[src/include/tlk2711_tx_defines.svh]
// code words are {msb byte, lsb byte}; FIFO depth must be a power of two; no timescale here
`ifndef TLK2711_TX_DEFINES_SVH
`define TLK2711_TX_DEFINES_SVH

// bus widths
`define TX_DMA_WIDTH        64
`define TX_WORD_WIDTH       16

// buffer depth in 64-bit beats
`define TX_FIFO_DEPTH       512

// word counts
`define TX_SYNC_WORDS       6
`define TX_NORM_GAP_WORDS   257

////////////////////
// K and D code pairs
`define TX_IDLE_WORD        16'hC5BC
`define TX_SOF_WORD         16'h5CFB
`define TX_EOF_WORD         16'hFDFE

////////////////////
// frame header and file-sign bytes
`define TX_HEAD0            16'hEB90
`define TX_HEAD1            16'hE116
`define TX_IND_BYTE         8'h81
`define TX_FILE_END_BYTE    8'h01

`endif

[src/verilog/tlk2711_tx_pkg.sv]
// only normal and specific modes are framed; every other mode code leaves the link idle
package tlk2711_tx_pkg;

    // transfer mode, encodings follow the host register map
    typedef enum logic [2:0] {
        mode_normal   = 3'd0,
        mode_kcode    = 3'd1,
        mode_test     = 3'd2,
        mode_specific = 3'd3,
        mode_proto    = 3'd4
    } tx_mode_e;

    // framer states, in order of transmission
    typedef enum logic [3:0] {
        st_idle = 4'd0,
        st_sync = 4'd1,
        st_sof  = 4'd2,
        st_head = 4'd3,
        st_sign = 4'd4,
        st_fnum = 4'd5,
        st_len  = 4'd6,
        st_data = 4'd7,
        st_csum = 4'd8,
        st_eof  = 4'd9,
        st_gap  = 4'd10,
        st_intr = 4'd11
    } tx_state_e;

    // file-sign word, decoded per mode
    typedef union packed {
        struct packed {
            logic [7:0] type_byte;
            logic [7:0] end_byte;
        } norm;
        struct packed {
            logic       zero_hi;
            logic       file_end;
            logic       zero_lo;
            logic       channel_id;
            logic [3:0] sweep;
            logic [7:0] frame_hi;
        } spec;
    } tx_sign_word_u;

endpackage

[src/verilog/tlk2711_tx_session.sv]
// one transfer per start edge; mode is sampled once, and DMA writes stay off in non-framed modes
`timescale 1ns/1ps
`include "tlk2711_tx_defines.svh"

module tlk2711_tx_session
    import tlk2711_tx_pkg::*;
(
    input  logic                     clk,
    input  logic                     i_soft_reset,

    input  logic                     i_tx_start,
    input  tx_mode_e                 i_tx_mode,

    input  logic                     i_dma_rd_valid,
    input  logic [`TX_DMA_WIDTH-1:0] i_dma_rd_data,

    input  logic                     i_fifo_full,
    input  logic                     i_gap_entered,

    output logic                     o_fifo_wr,
    output logic [`TX_DMA_WIDTH-1:0] o_fifo_wdata,
    output tx_mode_e                 o_mode,
    output logic                     o_armed
);

    logic start_d;
    logic start_pulse;
    logic wr_enable;

    ////////////////////
    // start edge, registered once
    always_ff @(posedge clk) begin
        if (i_soft_reset) begin
            start_d     <= 1'b0;
            start_pulse <= 1'b0;
        end else begin
            start_d     <= i_tx_start;
            start_pulse <= i_tx_start & ~start_d;
        end
    end

    ////////////////////
    // mode latch, write enable and armed flag
    always_ff @(posedge clk) begin
        if (i_soft_reset) begin
            o_mode    <= mode_normal;
            wr_enable <= 1'b0;
            o_armed   <= 1'b0;
        end else begin
            if (start_pulse) begin
                o_mode    <= i_tx_mode;
                wr_enable <= (i_tx_mode == mode_normal) || (i_tx_mode == mode_specific);
            end

            // framer takes the arm at its first gap
            if (start_pulse) begin
                o_armed <= 1'b1;
            end else if (i_gap_entered) begin
                o_armed <= 1'b0;
            end
        end
    end

    // a beat goes in only when enabled and there is room
    assign o_fifo_wr    = i_dma_rd_valid & wr_enable & ~i_fifo_full;
    assign o_fifo_wdata = i_dma_rd_data;

endmodule

[config.mk]
export PLATFORM = sky130hd
export DESIGN_NAME = tlk2711_tx_session
export DESIGN_NICKNAME = d
export VERILOG_FILES = /design/src/verilog/tlk2711_tx_pkg.sv /design/src/verilog/tlk2711_tx_session.sv
export VERILOG_INCLUDE_DIRS = /design/src /design/src/include
export SDC_FILE = /design/constraint.sdc
export NUM_CORES = 1
export LEC_CHECK = 0
export ABC_AREA = 0
export BUFFER_PORTS_ARGS = -buffer_cell sky130_fd_sc_hd__buf_2
export CAP_MARGIN = 25
export CORE_MARGIN = 5
export CORE_UTILIZATION = 23
export DETAILED_ROUTE_END_ITERATION = 7
export GPL_TIMING_DRIVEN = 0
export HOLD_SLACK_MARGIN = 0.15
export PLACE_DENSITY_LB_ADDON = 0.25
export SLEW_MARGIN = 20
export SYNTH_ARGS = -nofsm -noshare
export SYNTH_HDL_FRONTEND = slang
export SYNTH_SLANG_ARGS = --single-unit
[constraint.sdc]
create_clock -name clk -period 1 [get_ports clk]
set_clock_uncertainty 0.15 [all_clocks]
set_input_delay 0.05 -clock clk [delete_from_list [all_inputs] [get_ports clk]]
set_output_delay 0.05 -clock clk [all_outputs]
set_load 0.05 [all_outputs]
# Yosys cells after proc, flatten, opt, wreduce, memory -nomap -nowiden
# Index checks and enable logic that the tools add are counted.
word_totals:
  regBits: 7
  inputBits: 73
  elab_cells: 16
op_classes:
  eq_ne: 1
  mux: 2
  bitwise: 5
  n_reduce_logical: 3
op_table:
  columns: ["cell", "n"]
  rows:
  - ["$and A1 B1 Y1", 3]
  - ["$eq A3 B2 Y1 const B", 1]
  - ["$logic_not A3 Y1", 1]
  - ["$mux W1", 2]
  - ["$not A1 Y1", 2]
  - ["$reduce_bool A2 Y1", 1]
  - ["$logic_or A1 B1 Y1", 1]

# Longest topological paths before layout
depth:
  word_depth: 2
  ltp_mapped: 3
  mapped_depth_nobuf: 2

# Least setup slack after synthesis
# OpenSTA, ideal clock, no wires.
synth_path:
  path_kind: "reg-to-output"
  startpoint: "reg wr_enable"
  endpoint: "out o_fifo_wr"
  arrival_ps: 986
  setup_slack_ps: -186
  path_stages_with_launch: 3
  n_path_buf: 0
  path_cell_list: "dfxtp_1 > nand2_1 > nor2_1"
synth_via:
  elab_chain_cells: 2
synth_rtl:
  columns: ["item", "line", "source"]
  rows:
  - ["start, declared", "tlk2711_tx_session.sv:28", "logic wr_enable;"]
  - ["start signal, assigned", "tlk2711_tx_session.sv:52", "wr_enable <= (i_tx_mode == mode_normal) || (i_tx_mode == mode_specific);"]
  - ["$and A1 B1 Y1 (2 in series)", "tlk2711_tx_session.sv:65", "assign o_fifo_wr = i_dma_rd_valid & wr_enable & ~i_fifo_full;"]
  - ["end, declared", "tlk2711_tx_session.sv:20", "output logic o_fifo_wr,"]
# No other way between the ends.

# Final worst setup path
# Ends and elaborated chain as after synthesis.

==> impl_metrics.toml <==
[cts]
clock-root-buffer = "clkbuf_4"
clock_tree_from_tritoncts = "built"
clkSinkCount = 7
clk_pin_slew_ns = 0.05
post_cts_hold_buffer_count = 2
clock_latency_ns = 0.25
htree_levels = 1
clk_path_buf_depth = 2
cts_inserted_buffers = 3

[floorplan]
placementRows = 20
design.core.area_um2 = 3050
die_w_um = 66.5
die-area_um2 = 4420
start_util_pct = 24.1
design.portCount = 142
fp.dieH_um = 66.5

[worst_hold_path]
min-delay-path-class = "in2reg"

[yosys]
syn-num-nets = 161
synthesis.instances = 88
synthAdderAreaFrac_pct = 0
ys_seq_elements = 7
synth.avg_cell_area_um2 = 8.35
yosys.cell_types.count = 13
synth_xor_area_share_pct = 1.19
ys_seq_area_share_pct = 19.1
syn_area_um2 = 734
compound_cell_area_share_of_the_yosys_netlist_pct = 1.87
synth_warnings = 0
synth.area.mux_share_pct = 4.09
main_combinational_cell_family_by_area_after_synthesis = "buffers and inverters"
synth-simple-area-share_pct = 6.30

[timing]
setup_repair_after_global_routing_missed_its_margin = "true"
relSlewSlack_pct = 82.5
worst_slew_pin_slew_ns = 0.265
final_period_minus_worst_setup_slack_ns = 1.07
setup-tns-final_ns = -0.100
setup_viol = 2
max_clock_freq_mhz = 931
period_share_pct = 107
fin_hold_ws_ns = -0.100
final_hold_viol_count = 6
postLayoutSetupSlackWorst_ns = -0.0741
final_max_slew_viol_count = 0

[worst_setup_path]
cpPeakStageDelay_ns = 0.33
timing.critical_path.from_type = "flip-flop"
crit_path_cell_trace = "nand2_2 -> nor2_2 -> buf_6"
critical_path_peak_fanout = 2
critical_path.endpoint_type = "primary output"
worst-setup-path-type = "reg2out"
critical_path_required_ns = 0.80
critPathSlowestCell = "dfxtp_2"
worstPathArrival_ns = 0.87

[layout]
postLayoutCoreUtil_pct = 41.5
finalNetCount = 246
n_antenna_cell = 0
area_delta_synth_final_pct = 72.6
post_route_cells_drive_above_1_share_pct = 90.1
finish.cell_count_without_fillers = 216
fin_area_um2 = 1270

[run]
cap_viol_max_count = 0

[routing]
drt-wirelength-per-cell_um = 10.6
detail-route-antenna-nets = 0
totalWireLength_um = 2280
first_pass_iters = 4
drt-vias-per-instance = 3.54
drt_first_iter_violations = 5
routed-via-count = 765
route.detailed.drc = 0

[pwr]
sw_frac_of_total_pct = 49.4
cellInternalPower_mw = 0.737
total_leakage_power_nw = 0.749
net_sw_power_mw = 0.720
irDropWorstVdd_mv = 0.743
part_of_the_power_in_registers_pct = 20.7
pwr_density_cell_nw_per_um2 = 1150
share_of_total_power_in_the_clock_network_pct = 17.4
totalPowerFinal_mw = 1.46
part_of_the_total_power_dissipated_in_combinational_logic_pct = 61.9

[place]
dp.final_hpwl_um = 2110
buffer_ports.inserted = 77
place_congestion = 0.600
placed_area_um2 = 1180
post-place-cells = 209
dp_worst_setup_slack_ns = -0.0720

[grt]
grt_max_degree = 8
gr-total-overflow = 0
track_usage_pct = 8.29
via_count_of_the_first_global_routing_pass = 665
antenna_found_initial = 0
grt_first_pass_wirelength_um = 2840

[status]
status = "finished with violations"
failed_checks = "hold timing, setup timing"
synth_stat cells (all sizes together):
cell,number,area (um^2)
buf,65,492
dfxtp,7,140
nor2,4,15.0
mux2i,3,30.0
nor2b,2,12.5
a21oi,1,5.00
inv,1,3.75
nand2,1,3.75
nand2b,1,6.26
o41ai,1,8.76
or3b,1,8.76
xor2,1,8.76
cell usage in the layout, fill, tap and decap left out, types with 2 or more instances in the layout:
master / netlist / layout
buf_6: 1 / 4
clkbuf_4: 0 / 3
buf_4: 64 / 67
dfxtp_2: 0 / 5
dlygate4sd3_1: 0 / 2
mux2i_1: 3 / 3
nor2_1: 4 / 3
buf_2: 0 / 72
nor2b_1: 2 / 2
flip-flops by register name (all words and copies together) (netlist names):
register,flops
o_armed,1
o_mode,3
start_d,1
start_pulse,1
wr_enable,1
logic make-up after synthesis:
| logic type | after synthesis |
|---|---|
| buf+inv | 66 |
| simple gates | 9 |
| flops | 7 |
| mux | 3 |
| compound gates | 2 |
| xor+xnor | 1 |
critical path: cells and delay by family, from the launching register on:
| family | cells | cell delay, ns |
|---|---|---|
| buffers and inverters | 1 | 0.16 |
| DFF | 1 | 0.33 |
| and+or+nand+nor | 2 | 0.14 |
path summary, 6_finish.rpt:
check | from | to | slack, ns | cells after the start
max | wr_enable | o_fifo_wr | -0.07 | 3
max reg2reg | start_pulse | wr_enable | -0.02 | 2
min reg2reg | start_d | start_pulse | 0.23 | 1
min | i_soft_reset | o_armed | -0.10 | 2
area by class of cell:
cell class / instances / area (um^2)
timing repair buffer: 81 / 448
inverter: 1 / 3.75
fill: 316 / 1790
sequential: 7 / 150
tap: 44 / 55.1
buffer: 64 / 480
multi-input combinational: 15 / 104
clock buffer: 4 / 26.3
power by group through the flow:
| stage | clock [mW] | sequential, mW | combinational (mW) |
|---|---|---|---|
| floorplan | 0 | 0.331 | 0.718 |
| global placement | 0 | 0.305 | 0.891 |
| detailed placement | 0 | 0.305 | 0.894 |
| CTS | 0.269 | 0.301 | 0.905 |
| global route | 0.292 | 0.303 | 0.936 |
| finish | 0.254 | 0.302 | 0.902 |
repair_timing:
| item | in CTS | in global routing |
|---|---|---|
| setup endpoints to repair | 6 | 5 |
| gates cloned | 0 | 0 |
| pin swaps | 1 | 1 |
| endpoints found under the hold margin | 7 | 7 |
| resized for setup | 10 | 3 |
| setup buffers | 2 | 0 |
per-layer routing:
layer  track usage [%]  up-vias  routed length [um]
met5                 0        -                   0
met4              1.52        0                   0
met3              6.75        0                 547
met2              14.1       86                1070
met1              7.75      303                 663
li1                  -      376                   -
Note: power is estimated with default switching activity, not from simulation.
