==> src/include/tlk2711_tx_defines.svh <==
// code words are {msb byte, lsb byte}; FIFO depth must be a power of two; no timescale here
`ifndef TLK2711_TX_DEFINES_SVH
`define TLK2711_TX_DEFINES_SVH

// bus widths
`define TX_DMA_WIDTH        64
`define TX_WORD_WIDTH       16

// buffer depth in 64-bit beats
`define TX_FIFO_DEPTH       512

// word counts
`define TX_SYNC_WORDS       6
`define TX_NORM_GAP_WORDS   257

////////////////////
// K and D code pairs
`define TX_IDLE_WORD        16'hC5BC
`define TX_SOF_WORD         16'h5CFB
`define TX_EOF_WORD         16'hFDFE

////////////////////
// frame header and file-sign bytes
`define TX_HEAD0            16'hEB90
`define TX_HEAD1            16'hE116
`define TX_IND_BYTE         8'h81
`define TX_FILE_END_BYTE    8'h01

`endif

==> src/verilog/tlk2711_tx_pkg.sv <==
// only normal and specific modes are framed; every other mode code leaves the link idle
package tlk2711_tx_pkg;

    // transfer mode, encodings follow the host register map
    typedef enum logic [2:0] {
        mode_normal   = 3'd0,
        mode_kcode    = 3'd1,
        mode_test     = 3'd2,
        mode_specific = 3'd3,
        mode_proto    = 3'd4
    } tx_mode_e;

    // framer states, in order of transmission
    typedef enum logic [3:0] {
        st_idle = 4'd0,
        st_sync = 4'd1,
        st_sof  = 4'd2,
        st_head = 4'd3,
        st_sign = 4'd4,
        st_fnum = 4'd5,
        st_len  = 4'd6,
        st_data = 4'd7,
        st_csum = 4'd8,
        st_eof  = 4'd9,
        st_gap  = 4'd10,
        st_intr = 4'd11
    } tx_state_e;

    // file-sign word, decoded per mode
    typedef union packed {
        struct packed {
            logic [7:0] type_byte;
            logic [7:0] end_byte;
        } norm;
        struct packed {
            logic       zero_hi;
            logic       file_end;
            logic       zero_lo;
            logic       channel_id;
            logic [3:0] sweep;
            logic [7:0] frame_hi;
        } spec;
    } tx_sign_word_u;

endpackage

==> src/verilog/tlk2711_tx_if.sv <==
// word path from buffer to framer; a read consumes the shown word on the same clock edge
`timescale 1ns/1ps
`include "tlk2711_tx_defines.svh"

interface tx_word_if;

    // current 16-bit lane, fall-through
    logic [`TX_WORD_WIDTH-1:0] word;
    // high while the buffer is not empty
    logic                      word_valid;
    // framer takes the shown word
    logic                      word_rd;
    // drop the rest of the current 64-bit entry
    logic                      frame_end;

    modport fifo (
        output word,
        output word_valid,
        input  word_rd,
        input  frame_end
    );

    modport framer (
        input  word,
        input  word_valid,
        output word_rd,
        output frame_end
    );

endinterface

==> src/verilog/tlk2711_tx_framer.sv <==
// stream never stalls, an underrun repeats the last word; gap and interrupt widths must be nonzero
`timescale 1ns/1ps
`include "tlk2711_tx_defines.svh"

module tlk2711_tx_framer
    import tlk2711_tx_pkg::*;
(
    input  logic                      clk,
    input  logic                      i_soft_reset,

    input  tx_mode_e                  i_mode,
    input  logic                      i_armed,

    input  logic [15:0]               i_tx_packet_body,
    input  logic [15:0]               i_tx_packet_tail,
    input  logic [23:0]               i_tx_body_num,
    input  logic [19:0]               i_backward_cycle_num,
    input  logic [15:0]               i_tx_intr_width,

    tx_word_if.framer                 rd,

    output logic                      o_gap_entered,
    output logic                      o_tx_interrupt,
    output logic                      o_2711_tkmsb,
    output logic                      o_2711_tklsb,
    output logic [`TX_WORD_WIDTH-1:0] o_2711_txd
);

    tx_state_e                 state;
    tx_state_e                 state_next;

    logic [3:0]                sync_cnt;
    logic                      head_sel;
    logic [14:0]               data_cnt;
    logic [19:0]               gap_cnt;
    logic [15:0]               intr_cnt;
    logic [23:0]               frame_cnt;
    logic [15:0]               frame_len;
    logic [15:0]               csum;
    logic                      channel_id;

    logic                      framed;
    logic                      is_last;
    logic [19:0]               gap_len;
    logic                      gap_done;
    logic                      intr_done;
    tx_sign_word_u             sign_w;

    logic [`TX_WORD_WIDTH-1:0] word_c;
    logic                      kmsb_c;
    logic                      klsb_c;

    assign framed    = (i_mode == mode_normal) || (i_mode == mode_specific);
    assign is_last   = (frame_cnt == i_tx_body_num);
    assign gap_len   = (i_mode == mode_specific) ? i_backward_cycle_num
                                                 : 20'(`TX_NORM_GAP_WORDS);
    assign gap_done  = (gap_cnt == gap_len - 20'd1);
    assign intr_done = (intr_cnt == i_tx_intr_width - 16'd1);

    assign rd.word_rd     = (state == st_data);
    assign rd.frame_end   = (state == st_csum);
    assign o_gap_entered  = (state == st_eof);

    ////////////////////
    // file-sign word, one view per mode
    always_comb begin
        if (i_mode == mode_specific) begin
            sign_w.spec.zero_hi    = 1'b0;
            sign_w.spec.file_end   = is_last;
            sign_w.spec.zero_lo    = 1'b0;
            sign_w.spec.channel_id = channel_id;
            // sweep code
            sign_w.spec.sweep      = 4'd1;
            sign_w.spec.frame_hi   = frame_cnt[23:16];
        end else begin
            sign_w.norm.type_byte  = `TX_IND_BYTE;
            sign_w.norm.end_byte   = is_last ? `TX_FILE_END_BYTE : 8'h00;
        end
    end

    ////////////////////
    // next state and next word
    always_comb begin
        state_next = state;
        word_c     = `TX_IDLE_WORD;
        kmsb_c     = 1'b0;
        klsb_c     = 1'b1;
        case (state)
            st_idle: begin
                if (i_armed && rd.word_valid) begin
                    state_next = st_sync;
                end
            end
            st_sync: begin
                if (sync_cnt == 4'(`TX_SYNC_WORDS - 1)) begin
                    state_next = st_sof;
                end
            end
            st_sof: begin
                word_c     = `TX_SOF_WORD;
                kmsb_c     = 1'b1;
                state_next = st_head;
            end
            st_head: begin
                word_c = head_sel ? `TX_HEAD1 : `TX_HEAD0;
                klsb_c = 1'b0;
                if (head_sel) begin
                    state_next = st_sign;
                end
            end
            st_sign: begin
                word_c     = sign_w;
                klsb_c     = 1'b0;
                state_next = st_fnum;
            end
            st_fnum: begin
                word_c     = frame_cnt[15:0];
                klsb_c     = 1'b0;
                state_next = st_len;
            end
            st_len: begin
                word_c     = frame_len;
                klsb_c     = 1'b0;
                // fewer than two bytes means no data words
                state_next = (frame_len[15:1] == 15'd0) ? st_csum : st_data;
            end
            st_data: begin
                // underrun repeats the word already on the pins
                word_c = rd.word_valid ? rd.word : o_2711_txd;
                klsb_c = 1'b0;
                if (data_cnt == frame_len[15:1] - 15'd1) begin
                    state_next = st_csum;
                end
            end
            st_csum: begin
                word_c     = csum;
                klsb_c     = 1'b0;
                state_next = st_eof;
            end
            st_eof: begin
                word_c     = `TX_EOF_WORD;
                kmsb_c     = 1'b1;
                state_next = st_gap;
            end
            st_gap: begin
                if (gap_done) begin
                    state_next = is_last ? st_intr : st_sof;
                end
            end
            st_intr: begin
                if (intr_done) begin
                    state_next = st_idle;
                end
            end
            default: state_next = st_idle;
        endcase

        // unsupported modes hold the link idle
        if (!framed) begin
            state_next = st_idle;
            word_c     = `TX_IDLE_WORD;
            kmsb_c     = 1'b0;
            klsb_c     = 1'b1;
        end
    end

    ////////////////////
    // state, counters and checksum
    always_ff @(posedge clk) begin
        if (i_soft_reset) begin
            state      <= st_idle;
            sync_cnt   <= '0;
            head_sel   <= 1'b0;
            data_cnt   <= '0;
            gap_cnt    <= '0;
            intr_cnt   <= '0;
            frame_cnt  <= '0;
            frame_len  <= '0;
            csum       <= '0;
            channel_id <= 1'b0;
        end else begin
            state    <= state_next;
            sync_cnt <= (state == st_sync) ? sync_cnt + 4'd1 : 4'd0;
            head_sel <= (state == st_head) ? ~head_sel : 1'b0;
            data_cnt <= (state == st_data) ? data_cnt + 15'd1 : 15'd0;
            gap_cnt  <= (state == st_gap) ? gap_cnt + 20'd1 : 20'd0;
            intr_cnt <= (state == st_intr) ? intr_cnt + 16'd1 : 16'd0;

            if (state == st_idle) begin
                frame_cnt <= '0;
            end else if (state == st_gap && gap_done) begin
                frame_cnt <= frame_cnt + 24'd1;
            end

            // tail length only in the last frame
            if (state == st_sof) begin
                frame_len <= is_last ? i_tx_packet_tail : i_tx_packet_body;
            end

            if (state == st_sof) begin
                csum <= '0;
            end else if (state == st_fnum || state == st_len || state == st_data) begin
                csum <= csum + word_c;
            end

            if (state == st_sign && i_mode == mode_specific) begin
                channel_id <= ~channel_id;
            end
        end
    end

    // pins follow the state decision by one cycle
    always_ff @(posedge clk) begin
        if (i_soft_reset) begin
            o_2711_txd     <= `TX_IDLE_WORD;
            o_2711_tkmsb   <= 1'b0;
            o_2711_tklsb   <= 1'b1;
            o_tx_interrupt <= 1'b0;
        end else begin
            o_2711_txd     <= word_c;
            o_2711_tkmsb   <= kmsb_c;
            o_2711_tklsb   <= klsb_c;
            o_tx_interrupt <= (state == st_intr);
        end
    end

endmodule

==> src/flat_wrapper.sv <==
// flat-port wrapper written by rule: the top's interface ports become plain ports
module tlk2711_tx_framer_flat import tlk2711_tx_pkg::*;
  (clk, i_soft_reset, i_mode, i_armed, i_tx_packet_body, i_tx_packet_tail, i_tx_body_num, i_backward_cycle_num, i_tx_intr_width, o_gap_entered, o_tx_interrupt, o_2711_tkmsb, o_2711_tklsb, o_2711_txd, rd_word, rd_word_valid, rd_word_rd, rd_frame_end);
  tx_word_if rd_i ();
  input  logic clk;
  input  logic i_soft_reset;
  input  tx_mode_e i_mode;
  input  logic i_armed;
  input  logic [15:0] i_tx_packet_body;
  input  logic [15:0] i_tx_packet_tail;
  input  logic [23:0] i_tx_body_num;
  input  logic [19:0] i_backward_cycle_num;
  input  logic [15:0] i_tx_intr_width;
  output logic o_gap_entered;
  output logic o_tx_interrupt;
  output logic o_2711_tkmsb;
  output logic o_2711_tklsb;
  output logic [`TX_WORD_WIDTH-1:0] o_2711_txd;
  input wire logic [$bits(rd_i.word)-1:0] rd_word;
  input wire logic [$bits(rd_i.word_valid)-1:0] rd_word_valid;
  output wire logic [$bits(rd_i.word_rd)-1:0] rd_word_rd;
  output wire logic [$bits(rd_i.frame_end)-1:0] rd_frame_end;
  assign rd_i.word = rd_word;
  assign rd_i.word_valid = rd_word_valid;
  assign rd_word_rd = rd_i.word_rd;
  assign rd_frame_end = rd_i.frame_end;
  tlk2711_tx_framer u_core (.clk(clk), .i_soft_reset(i_soft_reset), .i_mode(i_mode), .i_armed(i_armed), .i_tx_packet_body(i_tx_packet_body), .i_tx_packet_tail(i_tx_packet_tail), .i_tx_body_num(i_tx_body_num), .i_backward_cycle_num(i_backward_cycle_num), .i_tx_intr_width(i_tx_intr_width), .rd(rd_i), .o_gap_entered(o_gap_entered), .o_tx_interrupt(o_tx_interrupt), .o_2711_tkmsb(o_2711_tkmsb), .o_2711_tklsb(o_2711_tklsb), .o_2711_txd(o_2711_txd));
endmodule
==> config.mk <==
export PLATFORM = sky130hd
export DESIGN_NAME = tlk2711_tx_framer_flat
export DESIGN_NICKNAME = d
export VERILOG_FILES = /design/src/verilog/tlk2711_tx_pkg.sv /design/src/verilog/tlk2711_tx_if.sv /design/src/verilog/tlk2711_tx_framer.sv /design/src/flat_wrapper.sv
export VERILOG_INCLUDE_DIRS = /design/src /design/src/include
export SDC_FILE = /design/constraint.sdc
export NUM_CORES = 1
export LEC_CHECK = 0
export BUFFER_PORTS_ARGS = -buffer_cell sky130_fd_sc_hd__buf_2
export CAP_MARGIN = 20
export CORE_MARGIN = 2
export CORE_UTILIZATION = 50
export DETAILED_ROUTE_END_ITERATION = 10
export GPL_TIMING_DRIVEN = 0
export PLACE_DENSITY = 0.71
export SETUP_SLACK_MARGIN = 0.2
export SLEW_MARGIN = 25
export SYNTH_ARGS = -nofsm -noshare
export SYNTH_HDL_FRONTEND = slang
export SYNTH_SLANG_ARGS = --single-unit
==> constraint.sdc <==
create_clock -name clk -period 9 [get_ports clk]
set_input_delay 1.8 -clock clk [delete_from_list [all_inputs] [get_ports clk]]
set_output_delay 1.8 -clock clk [all_outputs]
set_load 0.02 [all_outputs]
Word level (Yosys, flattened, before mapping) --
Index checks and enable logic that the tools add are counted.
Operators by class: add/subtract/negate cells 9, eq/ne operators 23, mux-type cells 19, bitwise operators 8, reductions and logical operators 20
Operators by type and width (count):
- 16-bit case mux with 8 select lines | 1
- 16-bit 2-to-1 mux | 4
- 4-bit case mux with 12 select lines | 1
- 4-bit 2-to-1 mux | 8
- 24-bit by 1-bit adder with 24-bit output, second input constant | 1
- 24-bit == test | 1
- 20-bit by 1-bit adder with 20-bit output, second input constant | 1
- 20-bit == test | 1
- 4-bit by 3-bit == test with 1-bit output, second input constant | 5
- 20-bit 2-to-1 mux | 1
- 20-bit by 1-bit subtractor with 20-bit output, second input constant | 1
- 2-bit OR reduction | 9
- 16-bit by 1-bit adder with 16-bit output, second input constant | 1
- 16-bit adder | 1
- 16-bit == test | 1
- 4-bit == test, second input constant | 4
- 16-bit by 1-bit subtractor with 16-bit output, second input constant | 1
- 15-bit by 1-bit adder with 15-bit output, second input constant | 1
- 15-bit == test | 1
- 15-bit zero test | 1
- 15-bit by 1-bit subtractor with 15-bit output, second input constant | 1
- 12-bit 2-to-1 mux | 1
- 2-bit by 1-bit inequality test with 1-bit output, second input constant | 6
- 4-bit by 2-bit == test with 1-bit output, second input constant | 2
- other kinds (11) | 24
Storage, ports and cells: register bits 136

Logic depth before layout (Yosys ltp) --
depth after elaboration 6, gate-level depth with buffers 19

Least setup slack after synthesis --
No wires, ideal clock.
kind input to register, start input port i_mode[2], end register u_core.csum[15], arrival time 5.942 ns, data required time 8.930 ns, path slack 2.988 ns, stages on the path 17, path through and3b_1 > clkbuf_1 > clkbuf_1 > and3_1 > clkbuf_1 > a32oi_1 > a41o_1 > inv_1 > ha_1 > a211o_1 > a2111oi_0 > o31ai_1 > o41a_1 > a221o_1 > xor2_1 > or3_1 > a21oi_1
On the way: cells in the longest elaborated chain, start to end 5, elaborated cells on any way between the ends 7
RTL lines:
- start: declaration | RTL line flat_wrapper.sv:7 | input tx_mode_e i_mode;
- 3-bit by 2-bit == test with 1-bit output | RTL line tlk2711_tx_framer.sv:53, tlk2711_tx_framer.sv:67
- 16-bit 2-to-1 mux | RTL line tlk2711_tx_framer.sv:67 | if (i_mode == mode_specific) begin
- 16-bit case mux with 8 select lines | RTL line tlk2711_tx_framer.sv:88 | case (state)
- 16-bit 2-to-1 mux * | RTL line tlk2711_tx_framer.sv:159 | if (!framed) begin
- via u_core.word_c[1] | RTL line tlk2711_tx_framer.sv:49 | logic [`TX_WORD_WIDTH-1:0] word_c;
- 16-bit adder * | RTL line tlk2711_tx_framer.sv:203 | csum <= csum + word_c;
- end signal: assignment | RTL line tlk2711_tx_framer.sv:203
- end: declaration | RTL line tlk2711_tx_framer.sv:39 | logic [15:0] csum;
Mark *: on every way through the listed nets, which the timed path passes. The rest lies on a longest branch. A chain may end at the register's enable or synchronous reset.

Final worst setup path --
Same ends and word-level chain as after synthesis.

==> flow_metrics.tcl <==
set metrics [dict create \
    outcome "completed" \
    final_layout_size_suffix_gt1_frac 0.141 \
    rr_startpoint "u_core.state[0]" \
    switching_share 0.252 \
    ctsResizeCount 0 \
    area_growth_pct 16.4 \
    layout_common_cells "dfxtp_1, nor2_1, buf_2" \
    syn_avg_cell_area_sq_um 7.73 \
    holdWs_ns 0.475 \
    final_util 0.599 \
    syn_nets 1393 \
    synthArstFlopShare 0 \
    final_nets 1543 \
    synth_cells 1253 \
    rows 50 \
    post-cts-setup-buffers 0 \
    grt_max_degree 17 \
    slew_headroom 0.336 \
    fillCellCount 1750 \
    timing.critical_path.from_type "input pin" \
    p_clk_frac 0.479 \
    start_util 0.514 \
    gr-usage-all-layers 0.293 \
    synth_edf_count 0 \
    die_w_um 143 \
    drv_slew 0 \
    internal_power_w 0.00111 \
    rrSetupSlack_ns 3.59 \
    yosys_warnings 0 \
    endpoint "u_core.csum[15]" \
    reg2reg_to "u_core.csum[15]" \
    clock_latency_ns 0.42 \
    cts_buffers 17 \
    cts_hold_buf 0 \
    wl_per_cell_um 17.7 \
    cp_data_arrival_time_ns 7.24 \
    port_buffers 131 \
    grt_antenna_before_repair 0 \
    min_period_ns 6.88 \
    switchingPower_w 0.000376 \
    hold_class "reg -> reg" \
    rsz0062_at_grt "no" \
    yosys.area.top_type_share 0.281 \
    routed_wl_mm 29.7 \
    yosys-top-cells-area "dfxtp_1, mux2i_1, xor2_1" \
    cap_violations 0 \
    htree_levels 4 \
    grt_overflow_total 0 \
    pwr-share-comb 0.112 \
    fp.dieArea_sq_mm 0.0205 \
    period_share 0.765 \
    cts_sinks 136 \
    fin_tns_setup_ns 0 \
    synth_top_area_cell "dfxtp_1" \
    power_frac_seq 0.410 \
    fmax_mhz 145 \
    routed_via_density 5.91 \
    remaining_drc_errors 0 \
    dr.pass1.iters 6 \
    ys_seq_area_frac 0.281 \
    cts_tree "yes" \
    path_clk_slew_ns 0.06 \
    syn_area_sq_mm 0.00968 \
    setup_viol 0 \
    endpoint_kind "flip-flop" \
    num_io_pins 137 \
    crit_start "i_mode[2]" \
    drtAntennaViolNets 0 \
    p_per_area_mw_per_mm2 132 \
    cts_buffer_depth 2 \
    fin_worst_skew_ns 0.00632 \
    antenna_cells 0 \
    place.gp.congestion 0.972 \
    dpl_cell_area_sq_mm 0.0107 \
    layout_commonest_cell "dfxtp_1" \
    cp.required_ns 9.36 \
    grt_pass1_wl_mm 47.0 \
    dpl.hpwl_mm 22.8 \
    drtIter0Drc 846 \
    worstPathMaxFanout 10 \
    r2r_cells 16 \
    clock-root-buffer "clkbuf_16" \
    total_power_w 0.00149 \
    ys_ff_latch 136 \
    core_sq_mm 0.0188 \
    die-height_um 143 \
    peakVddDrop_mv 0.123 \
    synth_flop_cell "dfxtp_1" \
    hold_violations 0 \
    synth.distinct_cells 71 \
    p_leak_nw 3.98 \
    critPathKind "in -> reg" \
    tightest_slew_ns 0.996 \
    num_vias 9905 \
    grt_pass1_vias 8975 \
    postLayoutCellArea_sq_mm 0.0113 \
]
-- metrics by stage --
stage	setup WS (ns)	std cells
6_report	2.12	1676
5_1_grt	1.83	1676
4_1_cts	2.20	1676
3_5_place_dp	1.78	1644
3_3_place_gp	1.76	1644
2_1_floorplan	2.99	1253
-- logic make-up (layout without fill, tap and decap cells) --
kind of cell               Yosys count  count (layout)  share of synthesized area
AOI/OAI and AO/OA                  248             248                      0.171
xor gates and xnor gates           125             125                      0.114
adders and majority gates           25              25                     0.0331
buffers and inverters              112             275                     0.0461
DFF                                136             136                      0.281
muxes                               65              65                     0.0674
and+or+nand+nor                    542             542                      0.286
-- power groups by stage --
stage	sequential [W]	clock [W]	combinational [W]
finish	0.000611	0.000713	0.000166
global route	0.000611	0.000750	0.000182
floorplan	0.000622	0	0.0000996
global placement	0.000624	0	0.000161
detailed placement	0.000624	0	0.000163
CTS	0.000610	0.000722	0.000164
-- worst min path at each step --
stage                                   from  cells after the start                 end
after floorplan           u_core.sync_cnt[0]                      1  u_core.sync_cnt[0]
after global placement    u_core.sync_cnt[0]                      1  u_core.sync_cnt[0]
after detailed placement  u_core.sync_cnt[0]                      1  u_core.sync_cnt[0]
after CTS                 u_core.sync_cnt[0]                      1  u_core.sync_cnt[0]
after global routing      u_core.sync_cnt[0]                      1  u_core.sync_cnt[0]
final                     u_core.sync_cnt[0]                      1  u_core.sync_cnt[0]
-- critical path, cell delays in order --
cell       delay (ns)
buf_2            0.14
and3b_1          0.30
clkbuf_1         0.44
clkbuf_1         0.54
and3_1           0.28
clkbuf_1         0.38
a32oi_1          0.17
a41o_1           0.35
inv_1            0.07
ha_1             0.24
a211o_1          0.33
a2111oi_0        0.55
o31ai_1          0.22
o41a_1           0.42
a221o_1          0.37
xor2_1           0.15
or3_1            0.33
a21oi_1          0.13
-- flip-flops by register name, indices dropped and copies added, names as in the netlist --
name and count:
u_core.frame_len 16, u_core.channel_id 1, u_core.frame_cnt 24, u_core.o_tx_interrupt 1, u_core.csum 16, u_core.intr_cnt 16, u_core.data_cnt 15, u_core.o_2711_tklsb 1
u_core.o_2711_tkmsb 1, u_core.o_2711_txd 16, u_core.head_sel 1, u_core.gap_cnt 20, u_core.sync_cnt 4, u_core.state 4
-- per-layer routing --
metal	part of all wire	vias up	track usage
met1	0.44	4603	0.392
met4	0.030	0	0.107
li1	-	4821	-
met5	0	-	0
met3	0.082	66	0.0708
met2	0.45	415	0.459
-- cells in the mapped netlist, types with 6 or more instances --
library cell  instances
xnor2_1              61
or4_1                13
xor2_1               63
mux2i_1              63
o2111ai_1             7
nand3b_1              7
nor2b_1              12
nand2_1             115
nor2_1              135
nand2b_1             27
o21ai_0              38
a21o_1                6
inv_1                34
ha_1                 24
a22oi_1              10
nand4_1              24
and3_1               17
nor4_1               23
nor3_1               36
buf_1                 6
a21oi_1              68
o31ai_1               8
a311oi_1              6
or3_1                28
o211ai_1             12
dfxtp_1             136
nand3_1              57
clkbuf_1             66
or2_2                17
o21a_1                8
a31oi_1              10
a211oi_1             27
-- final cells by class --
class	instances	area, sq um	area share
timing repair buffer	131	656	0.0582
inverter	34	128	0.0113
tap	260	325	0.0289
clock buffer	20	447	0.0396
multi-input combinational	1005	6530	0.579
buffer	78	319	0.0283
clock inverter	12	151	0.0134
sequential	136	2720	0.242
No activity file was read; power rests on OpenSTA's default activity.
